===== src/rtl/sdram_pkg.sv =====
// SDRAM controller shared definitions
`default_nettype none

package sdram_pkg;

    // Pin-level vectors
    typedef logic [3:0]  cmd_t;   // cs_n, ras_n, cas_n, we_n
    typedef logic [12:0] addr_t;  // Row or mode register address
    typedef logic [1:0]  ba_t;    // Bank select

    // Command encodings as seen on the pins
    localparam cmd_t cmd_nop     = 4'b0111;
    localparam cmd_t cmd_pre     = 4'b0010;  // PRECHARGE
    localparam cmd_t cmd_ref     = 4'b0001;  // AUTO REFRESH
    localparam cmd_t cmd_mrs     = 4'b0000;  // MODE REGISTER SET
    localparam cmd_t cmd_inhibit = 4'b1111;  // DESELECT, chip not selected

    localparam addr_t addr_all_banks = 13'h0400;  // A10 high, all banks
    localparam addr_t mode_word      = 13'h0230;  // Single write, CL3, sequential, BL1

    // Delays in clock cycles, shortened for simulation
    localparam int power_up_cycles    = 20;  // Stabilization wait
    localparam int trp_cycles         = 2;   // PRECHARGE to REF
    localparam int trc_cycles         = 9;   // REF to REF
    localparam int init_refresh_count = 8;
    localparam int tmrd_cycles        = 2;   // MRS to first command
    localparam int refresh_interval   = 40;  // Periodic REF spacing

    localparam int count_width = 8;  // Long waits and refresh interval
    localparam int short_width = 4;  // trp, trc and tmrd spacing

    typedef logic [count_width-1:0] count_t;
    typedef logic [short_width-1:0] short_t;

    typedef enum logic [2:0] {
        idle, power_up, pall, pall_wait, auto_ref, ref_wait, mode_reg, mrd_wait
    } init_state_t;

    typedef enum logic [1:0] {
        off, counting, issue
    } refresh_state_t;

endpackage

`default_nettype wire


===== src/rtl/sdram_cmd_out.sv =====
// SDRAM pin register stage
`default_nettype none

module sdram_cmd_out (
    input  logic             clock,
    input  logic             reset,
    input  sdram_pkg::cmd_t  init_cmd,
    input  sdram_pkg::addr_t init_addr,
    input  logic             init_done,
    input  logic             ref_strobe,
    output logic             ready,       // High once init has finished
    output logic             dram_cs_n,
    output logic             dram_ras_n,
    output logic             dram_cas_n,
    output logic             dram_we_n,
    output sdram_pkg::addr_t dram_addr,
    output sdram_pkg::ba_t   dram_ba
);
    import sdram_pkg::*;

    cmd_t  cmd_q;      // Registered pin command
    cmd_t  next_cmd;
    addr_t next_addr;

    // Init sequencer owns the bus until ready, refresh after
    always_comb
    begin
        if (ready)
        begin
            next_cmd  = ref_strobe ? cmd_ref : cmd_nop;
            next_addr = '0;
        end
        else
        begin
            next_cmd  = init_cmd;
            next_addr = init_addr;
        end
    end

    always_ff @(posedge clock or posedge reset)
    begin
        if (reset)
        begin
            ready     <= 1'b0;
            cmd_q     <= cmd_inhibit;  // Chip deselected out of reset
            dram_addr <= '0;
        end
        else
        begin
            if (init_done)
                ready <= 1'b1;  // Sticky until next reset
            cmd_q     <= next_cmd;
            dram_addr <= next_addr;
        end
    end

    assign {dram_cs_n, dram_ras_n, dram_cas_n, dram_we_n} = cmd_q;
    assign dram_ba = ba_t'(0);  // Bank 0, unused by PALL, REF and MRS

endmodule

`default_nettype wire


===== src/rtl/sdram_ctrl.sv =====
// SDRAM init and refresh controller top
`default_nettype none

module sdram_ctrl (
    input  logic             clock,
    input  logic             reset,
    input  logic             enable,      // Starts initialization
    output logic             ready,
    output logic             dram_cs_n,
    output logic             dram_ras_n,
    output logic             dram_cas_n,
    output logic             dram_we_n,
    output sdram_pkg::addr_t dram_addr,
    output sdram_pkg::ba_t   dram_ba
);
    import sdram_pkg::*;

    cmd_t  init_cmd;    // Raw sequencer command
    addr_t init_addr;
    logic  init_done;   // End of MRS wait
    logic  ref_strobe;  // Periodic refresh request

    sdram_init init_i (
        .clock     (clock),
        .reset     (reset),
        .enable    (enable),
        .init_cmd  (init_cmd),
        .init_addr (init_addr),
        .init_done (init_done)
    );

    sdram_refresh refresh_i (
        .clock      (clock),
        .reset      (reset),
        .init_done  (init_done),
        .ref_strobe (ref_strobe)
    );

    sdram_cmd_out cmd_out_i (
        .clock      (clock),
        .reset      (reset),
        .init_cmd   (init_cmd),
        .init_addr  (init_addr),
        .init_done  (init_done),
        .ref_strobe (ref_strobe),
        .ready      (ready),
        .dram_cs_n  (dram_cs_n),
        .dram_ras_n (dram_ras_n),
        .dram_cas_n (dram_cas_n),
        .dram_we_n  (dram_we_n),
        .dram_addr  (dram_addr),
        .dram_ba    (dram_ba)
    );

endmodule

`default_nettype wire


===== src/rtl/sdram_init.sv =====
// SDRAM power-up sequencer
`default_nettype none

module sdram_init (
    input  logic             clock,
    input  logic             reset,
    input  logic             enable,     // Level that starts the sequence
    output sdram_pkg::cmd_t  init_cmd,
    output sdram_pkg::addr_t init_addr,
    output logic             init_done   // One-cycle pulse at the end
);
    import sdram_pkg::*;

    init_state_t state;
    init_state_t next_state;
    count_t      long_count;   // Power-up wait, then REF tally
    short_t      short_count;  // trp, trc and tmrd spacing
    logic        long_clear;
    logic        long_enable;
    logic        short_clear;
    logic        short_enable;
    logic        power_up_end;
    logic        trp_end;
    logic        trc_end;
    logic        tmrd_end;
    logic        refs_done;

    sync_parallel_counter #(.size(count_width), .init_value(0)) long_counter (
        .clock  (clock),
        .reset  (reset),
        .clear  (long_clear),
        .enable (long_enable),
        .value  (long_count)
    );

    sync_parallel_counter #(.size(short_width), .init_value(0)) short_counter (
        .clock  (clock),
        .reset  (reset),
        .clear  (short_clear),
        .enable (short_enable),
        .value  (short_count)
    );

    assign power_up_end = (long_count == count_t'(power_up_cycles - 1));
    assign trp_end      = (short_count == short_t'(trp_cycles - 1));
    assign trc_end      = (short_count == short_t'(trc_cycles - 2));  // REF cycle is the first
    assign tmrd_end     = (short_count == short_t'(tmrd_cycles - 1));
    assign refs_done    = (long_count == count_t'(init_refresh_count));

    assign long_clear   = (state == idle) || (state == pall);  // Reused as REF tally after PALL
    assign long_enable  = (state == power_up) || (state == auto_ref);
    assign short_clear  = (state == pall) || (state == auto_ref) || (state == mode_reg);
    // Parks one past tmrd so the done pulse never repeats
    assign short_enable = !((state == mrd_wait) && (short_count == short_t'(tmrd_cycles)));
    assign init_done    = (state == mrd_wait) && tmrd_end;

    always_ff @(posedge clock or posedge reset)
    begin
        if (reset)
            state <= idle;
        else
            state <= next_state;
    end

    always_comb
    begin
        next_state = state;
        case (state)
            idle:      if (enable) next_state = power_up;
            power_up:  if (power_up_end) next_state = pall;
            pall:      next_state = pall_wait;
            pall_wait: if (trp_end) next_state = auto_ref;
            auto_ref:  next_state = ref_wait;
            ref_wait:
            begin
                if (trc_end)
                    next_state = refs_done ? mode_reg : auto_ref;  // Last trc still honored
            end
            mode_reg:  next_state = mrd_wait;
            mrd_wait:  next_state = mrd_wait;  // Terminal state so init runs once per reset
            default:   next_state = idle;
        endcase
    end

    // Moore outputs
    always_comb
    begin
        init_cmd  = cmd_nop;
        init_addr = '0;  // Don't care outside PALL and MRS
        case (state)
            pall:
            begin
                init_cmd  = cmd_pre;
                init_addr = addr_all_banks;
            end
            auto_ref: init_cmd = cmd_ref;
            mode_reg:
            begin
                init_cmd  = cmd_mrs;
                init_addr = mode_word;
            end
            default:  init_cmd = cmd_nop;
        endcase
    end

endmodule

`default_nettype wire


===== src/rtl/sdram_refresh.sv =====
// Periodic auto-refresh request generator
`default_nettype none

module sdram_refresh (
    input  logic clock,
    input  logic reset,
    input  logic init_done,   // Starts the interval timer
    output logic ref_strobe   // One cycle per refresh period
);
    import sdram_pkg::*;

    refresh_state_t state;
    refresh_state_t next_state;
    count_t         interval_count;
    logic           interval_end;
    logic           count_clear;

    // Free-running, the issue cycle counts toward the next period
    sync_parallel_counter #(.size(count_width), .init_value(0)) interval_counter (
        .clock  (clock),
        .reset  (reset),
        .clear  (count_clear),
        .enable (1'b1),
        .value  (interval_count)
    );

    assign interval_end = (state == counting) &&
                          (interval_count == count_t'(refresh_interval - 1));
    assign count_clear  = (state == off) || interval_end;  // Held at zero until init ends

    always_ff @(posedge clock or posedge reset)
    begin
        if (reset)
            state <= off;
        else
            state <= next_state;
    end

    always_comb
    begin
        next_state = state;
        case (state)
            off:
            begin
                if (init_done)
                    next_state = counting;
            end
            counting:
            begin
                if (interval_end)
                    next_state = issue;
            end
            issue:   next_state = counting;  // Never returns to off
            default: next_state = off;
        endcase
    end

    assign ref_strobe = (state == issue);

endmodule

`default_nettype wire


===== src/rtl/sync_parallel_counter.sv =====
// Parallel up counter
`default_nettype none

module sync_parallel_counter #(
    parameter int              size       = 4,
    parameter logic [size-1:0] init_value = '0
) (
    input  logic            clock,
    input  logic            reset,
    input  logic            clear,   // Synchronous reload
    input  logic            enable,  // Count this cycle
    output logic [size-1:0] value
);

    always_ff @(posedge clock or posedge reset)
    begin
        if (reset)
            value <= init_value;
        else if (clear)
            value <= init_value;  // Clear wins over enable
        else if (enable)
            value <= value + 1'b1;  // Wraps at full scale
    end

endmodule

`default_nettype wire


===== config.mk =====
export PLATFORM = sky130hd
export DESIGN_NAME = sdram_ctrl
export DESIGN_NICKNAME = d
export VERILOG_FILES = /design/src/rtl/sdram_pkg.sv /design/src/rtl/sdram_cmd_out.sv /design/src/rtl/sdram_ctrl.sv /design/src/rtl/sdram_init.sv /design/src/rtl/sdram_refresh.sv /design/src/rtl/sync_parallel_counter.sv
export SDC_FILE = /design/constraint.sdc
export NUM_CORES = 1
export LEC_CHECK = 0
export ABC_CLOCK_PERIOD_IN_PS = 1900
export BUFFER_PORTS_ARGS = -buffer_cell sky130_fd_sc_hd__buf_2
export CAP_MARGIN = 10
export CORE_ASPECT_RATIO = 1.1
export CORE_MARGIN = 4
export CORE_UTILIZATION = 56
export CTS_CLUSTER_DIAMETER = 120
export CTS_CLUSTER_SIZE = 25
export DETAILED_ROUTE_END_ITERATION = 10
export GPL_TIMING_DRIVEN = 0
export PLACE_DENSITY = 0.81
export SLEW_MARGIN = 10
export SYNTH_ARGS = -nofsm -noshare
export SYNTH_HDL_FRONTEND = slang
export SYNTH_SLANG_ARGS = --single-unit

===== constraint.sdc =====
create_clock -name clock -period 1.9 [get_ports clock]
set_clock_uncertainty 0.15 [all_clocks]
set_input_delay 0.095 -clock clock [delete_from_list [all_inputs] [get_ports clock]]
set_output_delay 0.095 -clock clock [all_outputs]
set_load 0.02 [all_outputs]

# After elaboration in Yosys (flattened, before gate mapping)
# Cells that the tools add are included.
# op_classes
add_sub_neg	3
multipliers	0
n_div	0
n_lt_le_gt_ge	0
eq_ne	22
shift	0
muxes	19
bitwise_logic	0
n_reduce_logical	14
# ops
operator	count
8-bit two-way mux	3
11-bit one-hot mux with 2 select lines	1
3-bit one-hot mux with 7 select lines	1
8-bit by 1-bit adder with 8-bit output, second input constant	2
3-bit two-way mux	5
3-bit equality test, second input constant	4
4-bit two-way mux	3
2-bit by 1-bit inequality test with 1-bit output, second input constant	6
11-bit two-way mux	1
3-bit one-hot mux with 3 select lines	1
8-bit by 4-bit equality test with 1-bit output, second input constant	1
8-bit by 5-bit equality test with 1-bit output, second input constant	1
8-bit by 6-bit equality test with 1-bit output, second input constant	1
3-bit by 2-bit equality test with 1-bit output, second input constant	2
2-bit two-way mux	3
2-bit one-hot mux with 3 select lines	1
1-bit logical OR	5
4-bit by 1-bit adder with 4-bit output, second input constant	1
4-bit by 1-bit equality test with 1-bit output, second input constant	1
4-bit by 2-bit equality test with 1-bit output, second input constant	1
4-bit by 3-bit equality test with 1-bit output, second input constant	1
4-bit AND reduction	1
3-bit by 1-bit equality test with 1-bit output, second input constant	1
1-bit logical AND	3
8 further kinds	8
# word_totals
regBits	41
latchBits	0
ramBits	0
mem_bits_ro	0
inputBits	3
output_inout_bits	20
wordCells	66
mem_count	0

# Logic depth before layout (Yosys ltp)
# depth
word_depth	4
ltp_mapped	6
mapped_depth_nobuf	6

# Hierarchy
# A second synthesis with hierarchy kept.
# unflattened
hier_cells	203
area_unflattened_um2	2135.8
# by_module_without_submodules
module	n_inst	cells_per_inst	area_per_inst_um2	seq_area_each_um2
sync_parallel_counter at init_i.long_counter ...	2	38	400.4	200.2
sdram_cmd_out	1	44	623.1	455.4
sdram_init	1	53	394.1	75.1
sync_parallel_counter at init_i.short_counter	1	17	196.4	100.1
sdram_refresh	1	13	121.4	50.0

# Worst setup path before layout
# Ideal clock, no wire load.
# synth_path
path_kind	reg-to-reg
startpoint	reg init_i.short_counter.value[1]
endpoint	reg init_i.state[0]
setup_ns	0.121
t_arrival_ns	1.206
t_required_ns	1.629
slack_ns	0.423
stages_incl_launch_ff	6
n_path_buf	0
synth_period_minus_slack_ns	1.477
path_cell_list	dfrtp_1 -> inv_1 -> ha_1 -> nor4bb_1 -> o32a_1 -> a21oi_1
# synth_between
elab_chain_len	3
word_cells_on_any_way	5
classes_between	eq/ne: 4; reduce/logical: 1
# synth_rtl
element	line_no	text
start, declared	sync_parallel_counter.sv:12	output logic [size-1:0] value
start signal, assigned	sync_parallel_counter.sv:18	value <= init_value;
start signal, assigned	sync_parallel_counter.sv:20	value <= init_value;
start signal, assigned	sync_parallel_counter.sv:22	value <= value + 1'b1;
4-bit by 3-bit equality test with 1-bit output or 4-bit by 1-bit equality test with 1-bit output (tied branches)	sdram_init.sv:46, sdram_init.sv:45	
2-bit by 1-bit inequality test with 1-bit output (no source line)	n/a	
4-bit AND reduction (no source line) (*)	n/a	
end signal, assigned	sdram_init.sv:60	state <= idle;
end signal, assigned	sdram_init.sv:62	state <= next_state;
end, declared	sdram_init.sv:14	init_state_t state;
# Mark *: on every way between the ends. The rest lies on a longest branch, timed or not.
# A chain may end at the register's enable or synchronous reset.

# Worst setup path after layout
# Same ends and word-level chain as after synthesis.

==> flow_summary.toml <==
[power_and_ir_drop]
peakVddDrop_mv = 0.4032
p_comb_share_pct = 5.1
p_switching_mw = 0.2573
p_leak_nw = 0.9526
p_sw_share_pct = 22.65
p_clk_share_pct = 34.8
powerDensity_mw_per_mm2 = 597.0
pwr-share-seq_pct = 60.1
internal-power_mw = 0.8788

[floorplanning]
core_mm2 = 0.002828
initial_core_util_pct = 59.56
die_y_um = 65.52
design.portCount = 23
die_area_mm2 = 0.003950
rows = 20
die_x_um = 60.29

[place]
dpl_cell_area_mm2 = 0.001822
gp_congestion = 0.8074
dpl.hpwl_um = 2056
io_buffers = 11
dp_cells = 214

[clock_network]
cts_max_level = 2
clk_latency_ps = 340
cts_buffers = 5
cts_sinks = 32
cts_root_buf = "clkbuf_4"
cts.clk_slew.worst_paths_ps = 100
clk_path_buf_depth = 2
holdBufCountCts = 2
cts_tree = "done"
cts-resized-gates = 0
postCtsSetupRepairBufs = 0

[cells_and_area]
layout_commonest_cell = "dfrtp_1"
stdcell_area_mm2 = 0.001903
drive_gt1_share_pct = 26.18
nets = 199
layout.cells.non_filler = 224
antenna_cells = 0
most-common-layout-cells = "dfrtp_1, nor2_1, buf_4"
post-route-util_pct = 67.30
area_growth_pct = 13.00

[global_routing]
grt.overflow.total = 0
grt_pass1_wl_um = 4857
grt_pass1_vias = 1130
grtUsageTotal_pct = 16.80
antenna_found_initial = 0
grt_max_degree = 33

[setup_path]
cp_data_arrival_time_ps = 1830
slowest_delay_ps = 570
critPathRequiredTime_ps = 1970
critPathCaptureType = "register"
crit_fanout = 5
criticalPathCategory = "register to register"
startpoint_type = "register"
worst_path_max_delay_cell = "nor4bb_1"
path_cells = "inv_1 > ha_1 > nor4bb_1 > o32a_1 > a21oi_1"

[status]
run_status = "finished, final reports clean"

[yosys]
mappedNetlistArea_mm2 = 0.001684
ys_async_sr_fraction_pct = 100.0
synth_seq_cells = 32
synth_edf_count = 0
yosysWarnings = 0
synth_ff_type = "dfrtp_1"
synth_seq_area_share_pct = 47.85
avgSynthCellArea_um2 = 10.59
synthCells = 159
synth_cell_types = 42

[drt]
antenna_left = 0
vias = 1137
drc = 0
drt_iter0_drc = 26
via_per_inst = 5.076
routed_wl_um = 2726
wl_per_cell_um = 12.17
dr.pass1.iters = 4

[sta]
period_needed_ps = 1760
min_period_over_period_pct = 92.61
max-slew-margin-rel_pct = 58.81
final.setup.tns_ps = 0
rsz0062_at_grt = "false"
holdWs_ps = 227.9
worst_slew_pin_slew_ps = 609.6
setup_viol = 0
hold_viol = 0
max_freq_mhz = 568.3
finalMaxSlewViolations = 0

[job]
maxCapViolations = 0

[hold_path]
hold_class = "input pin to asynchronous set/reset pin"
## state kept, by name, indices dropped and copies added (netlist names)
register,flops
refresh_i.state,2
init_i.state,3
cmd_out_i.dram_addr,2
refresh_i.interval_counter.value,8
init_i.long_counter.value,8
cmd_out_i.ready,1
cmd_out_i.cmd_q,4
init_i.short_counter.value,4
## critical path: cells and delay by family, from the launching register on
kind	cells	cell delay [ps]
compound gates	2	290
flops	1	430
simple gates	1	570
buf+inv	1	70
fa+ha+maj	1	150
## final cells by class
| cell class | count | area [um^2] |
|---|---|---|
| clock buffer | 6 | 51.30 |
| fill | 240 | 924.6 |
| clock inverter | 2 | 10.01 |
| inverter | 7 | 26.28 |
| timing repair buffer | 13 | 75.07 |
| tap | 33 | 41.29 |
| multi-input combinational | 114 | 757.0 |
| buffer | 17 | 136.4 |
| sequential | 32 | 805.8 |
## metal layers
metal	vias up	share of wire (%)	track usage, %
met5	-	0	0
met4	0	2.3	8.310
met3	8	5.2	6.483
met2	20	50	27.16
met1	538	42	18.94
li1	571	-	-
## synthesized netlist by cell type, types with 3 or more instances
master | instances | area share [%]
nand3_1 | 3 | 0.89
buf_6 | 3 | 2.0
dfrtp_1 | 28 | 42
buf_4 | 13 | 5.8
nand2_1 | 8 | 1.8
nand3b_1 | 5 | 2.2
a21oi_1 | 3 | 0.89
xor2_1 | 11 | 5.7
and3_1 | 3 | 1.1
dfstp_2 | 4 | 6.2
ha_1 | 6 | 4.5
xnor2_1 | 4 | 2.1
nor2_1 | 24 | 5.3
inv_1 | 7 | 1.6
o21ai_1 | 3 | 0.89
## cells by family after synthesis
group / synth area share (%)
adders and majority gates: 4.458
buffers and inverters: 9.658
other: 0.2227
DFF: 47.85
AOI/OAI and AO/OA: 8.099
xor gates and xnor gates: 7.801
and+or+nand+nor: 21.92
## power by group through the flow
stage | sequential [mW] | clock (mW) | combinational, mW
global placement | 0.696 | 0 | 0.0544
global route | 0.683 | 0.451 | 0.0647
floorplan | 0.698 | 0 | 0.0468
finish | 0.683 | 0.395 | 0.0579
detailed placement | 0.696 | 0 | 0.0547
CTS | 0.683 | 0.415 | 0.0579
## path summary, 6_finish.rpt
path | startpoint | end | slack, ps | depth (start not counted)
setup / recovery | init_i.short_counter.value[1] | init_i.state[0] | 140 | 5
hold / removal | reset | refresh_i.interval_counter.value[2] | 230 | 3
setup reg to reg | init_i.short_counter.value[1] | init_i.state[0] | 140 | 5
hold reg to reg | refresh_i.interval_counter.value[0] | refresh_i.interval_counter.value[0] | 340 | 1
max in group asynchronous | reset | cmd_out_i.dram_addr[10] | 960 | 3
min in group clock | refresh_i.interval_counter.value[0] | refresh_i.interval_counter.value[0] | 340 | 1
## stage by stage
stage          worst slack [ps]  power, mW
5_1_grt                   29.15      1.199
4_1_cts                   158.7      1.156
6_report                  140.3      1.136
2_1_floorplan             422.7     0.7445
3_3_place_gp              257.8     0.7505
3_5_place_dp              176.2     0.7508
Note: power is estimated with default switching activity, not from simulation.
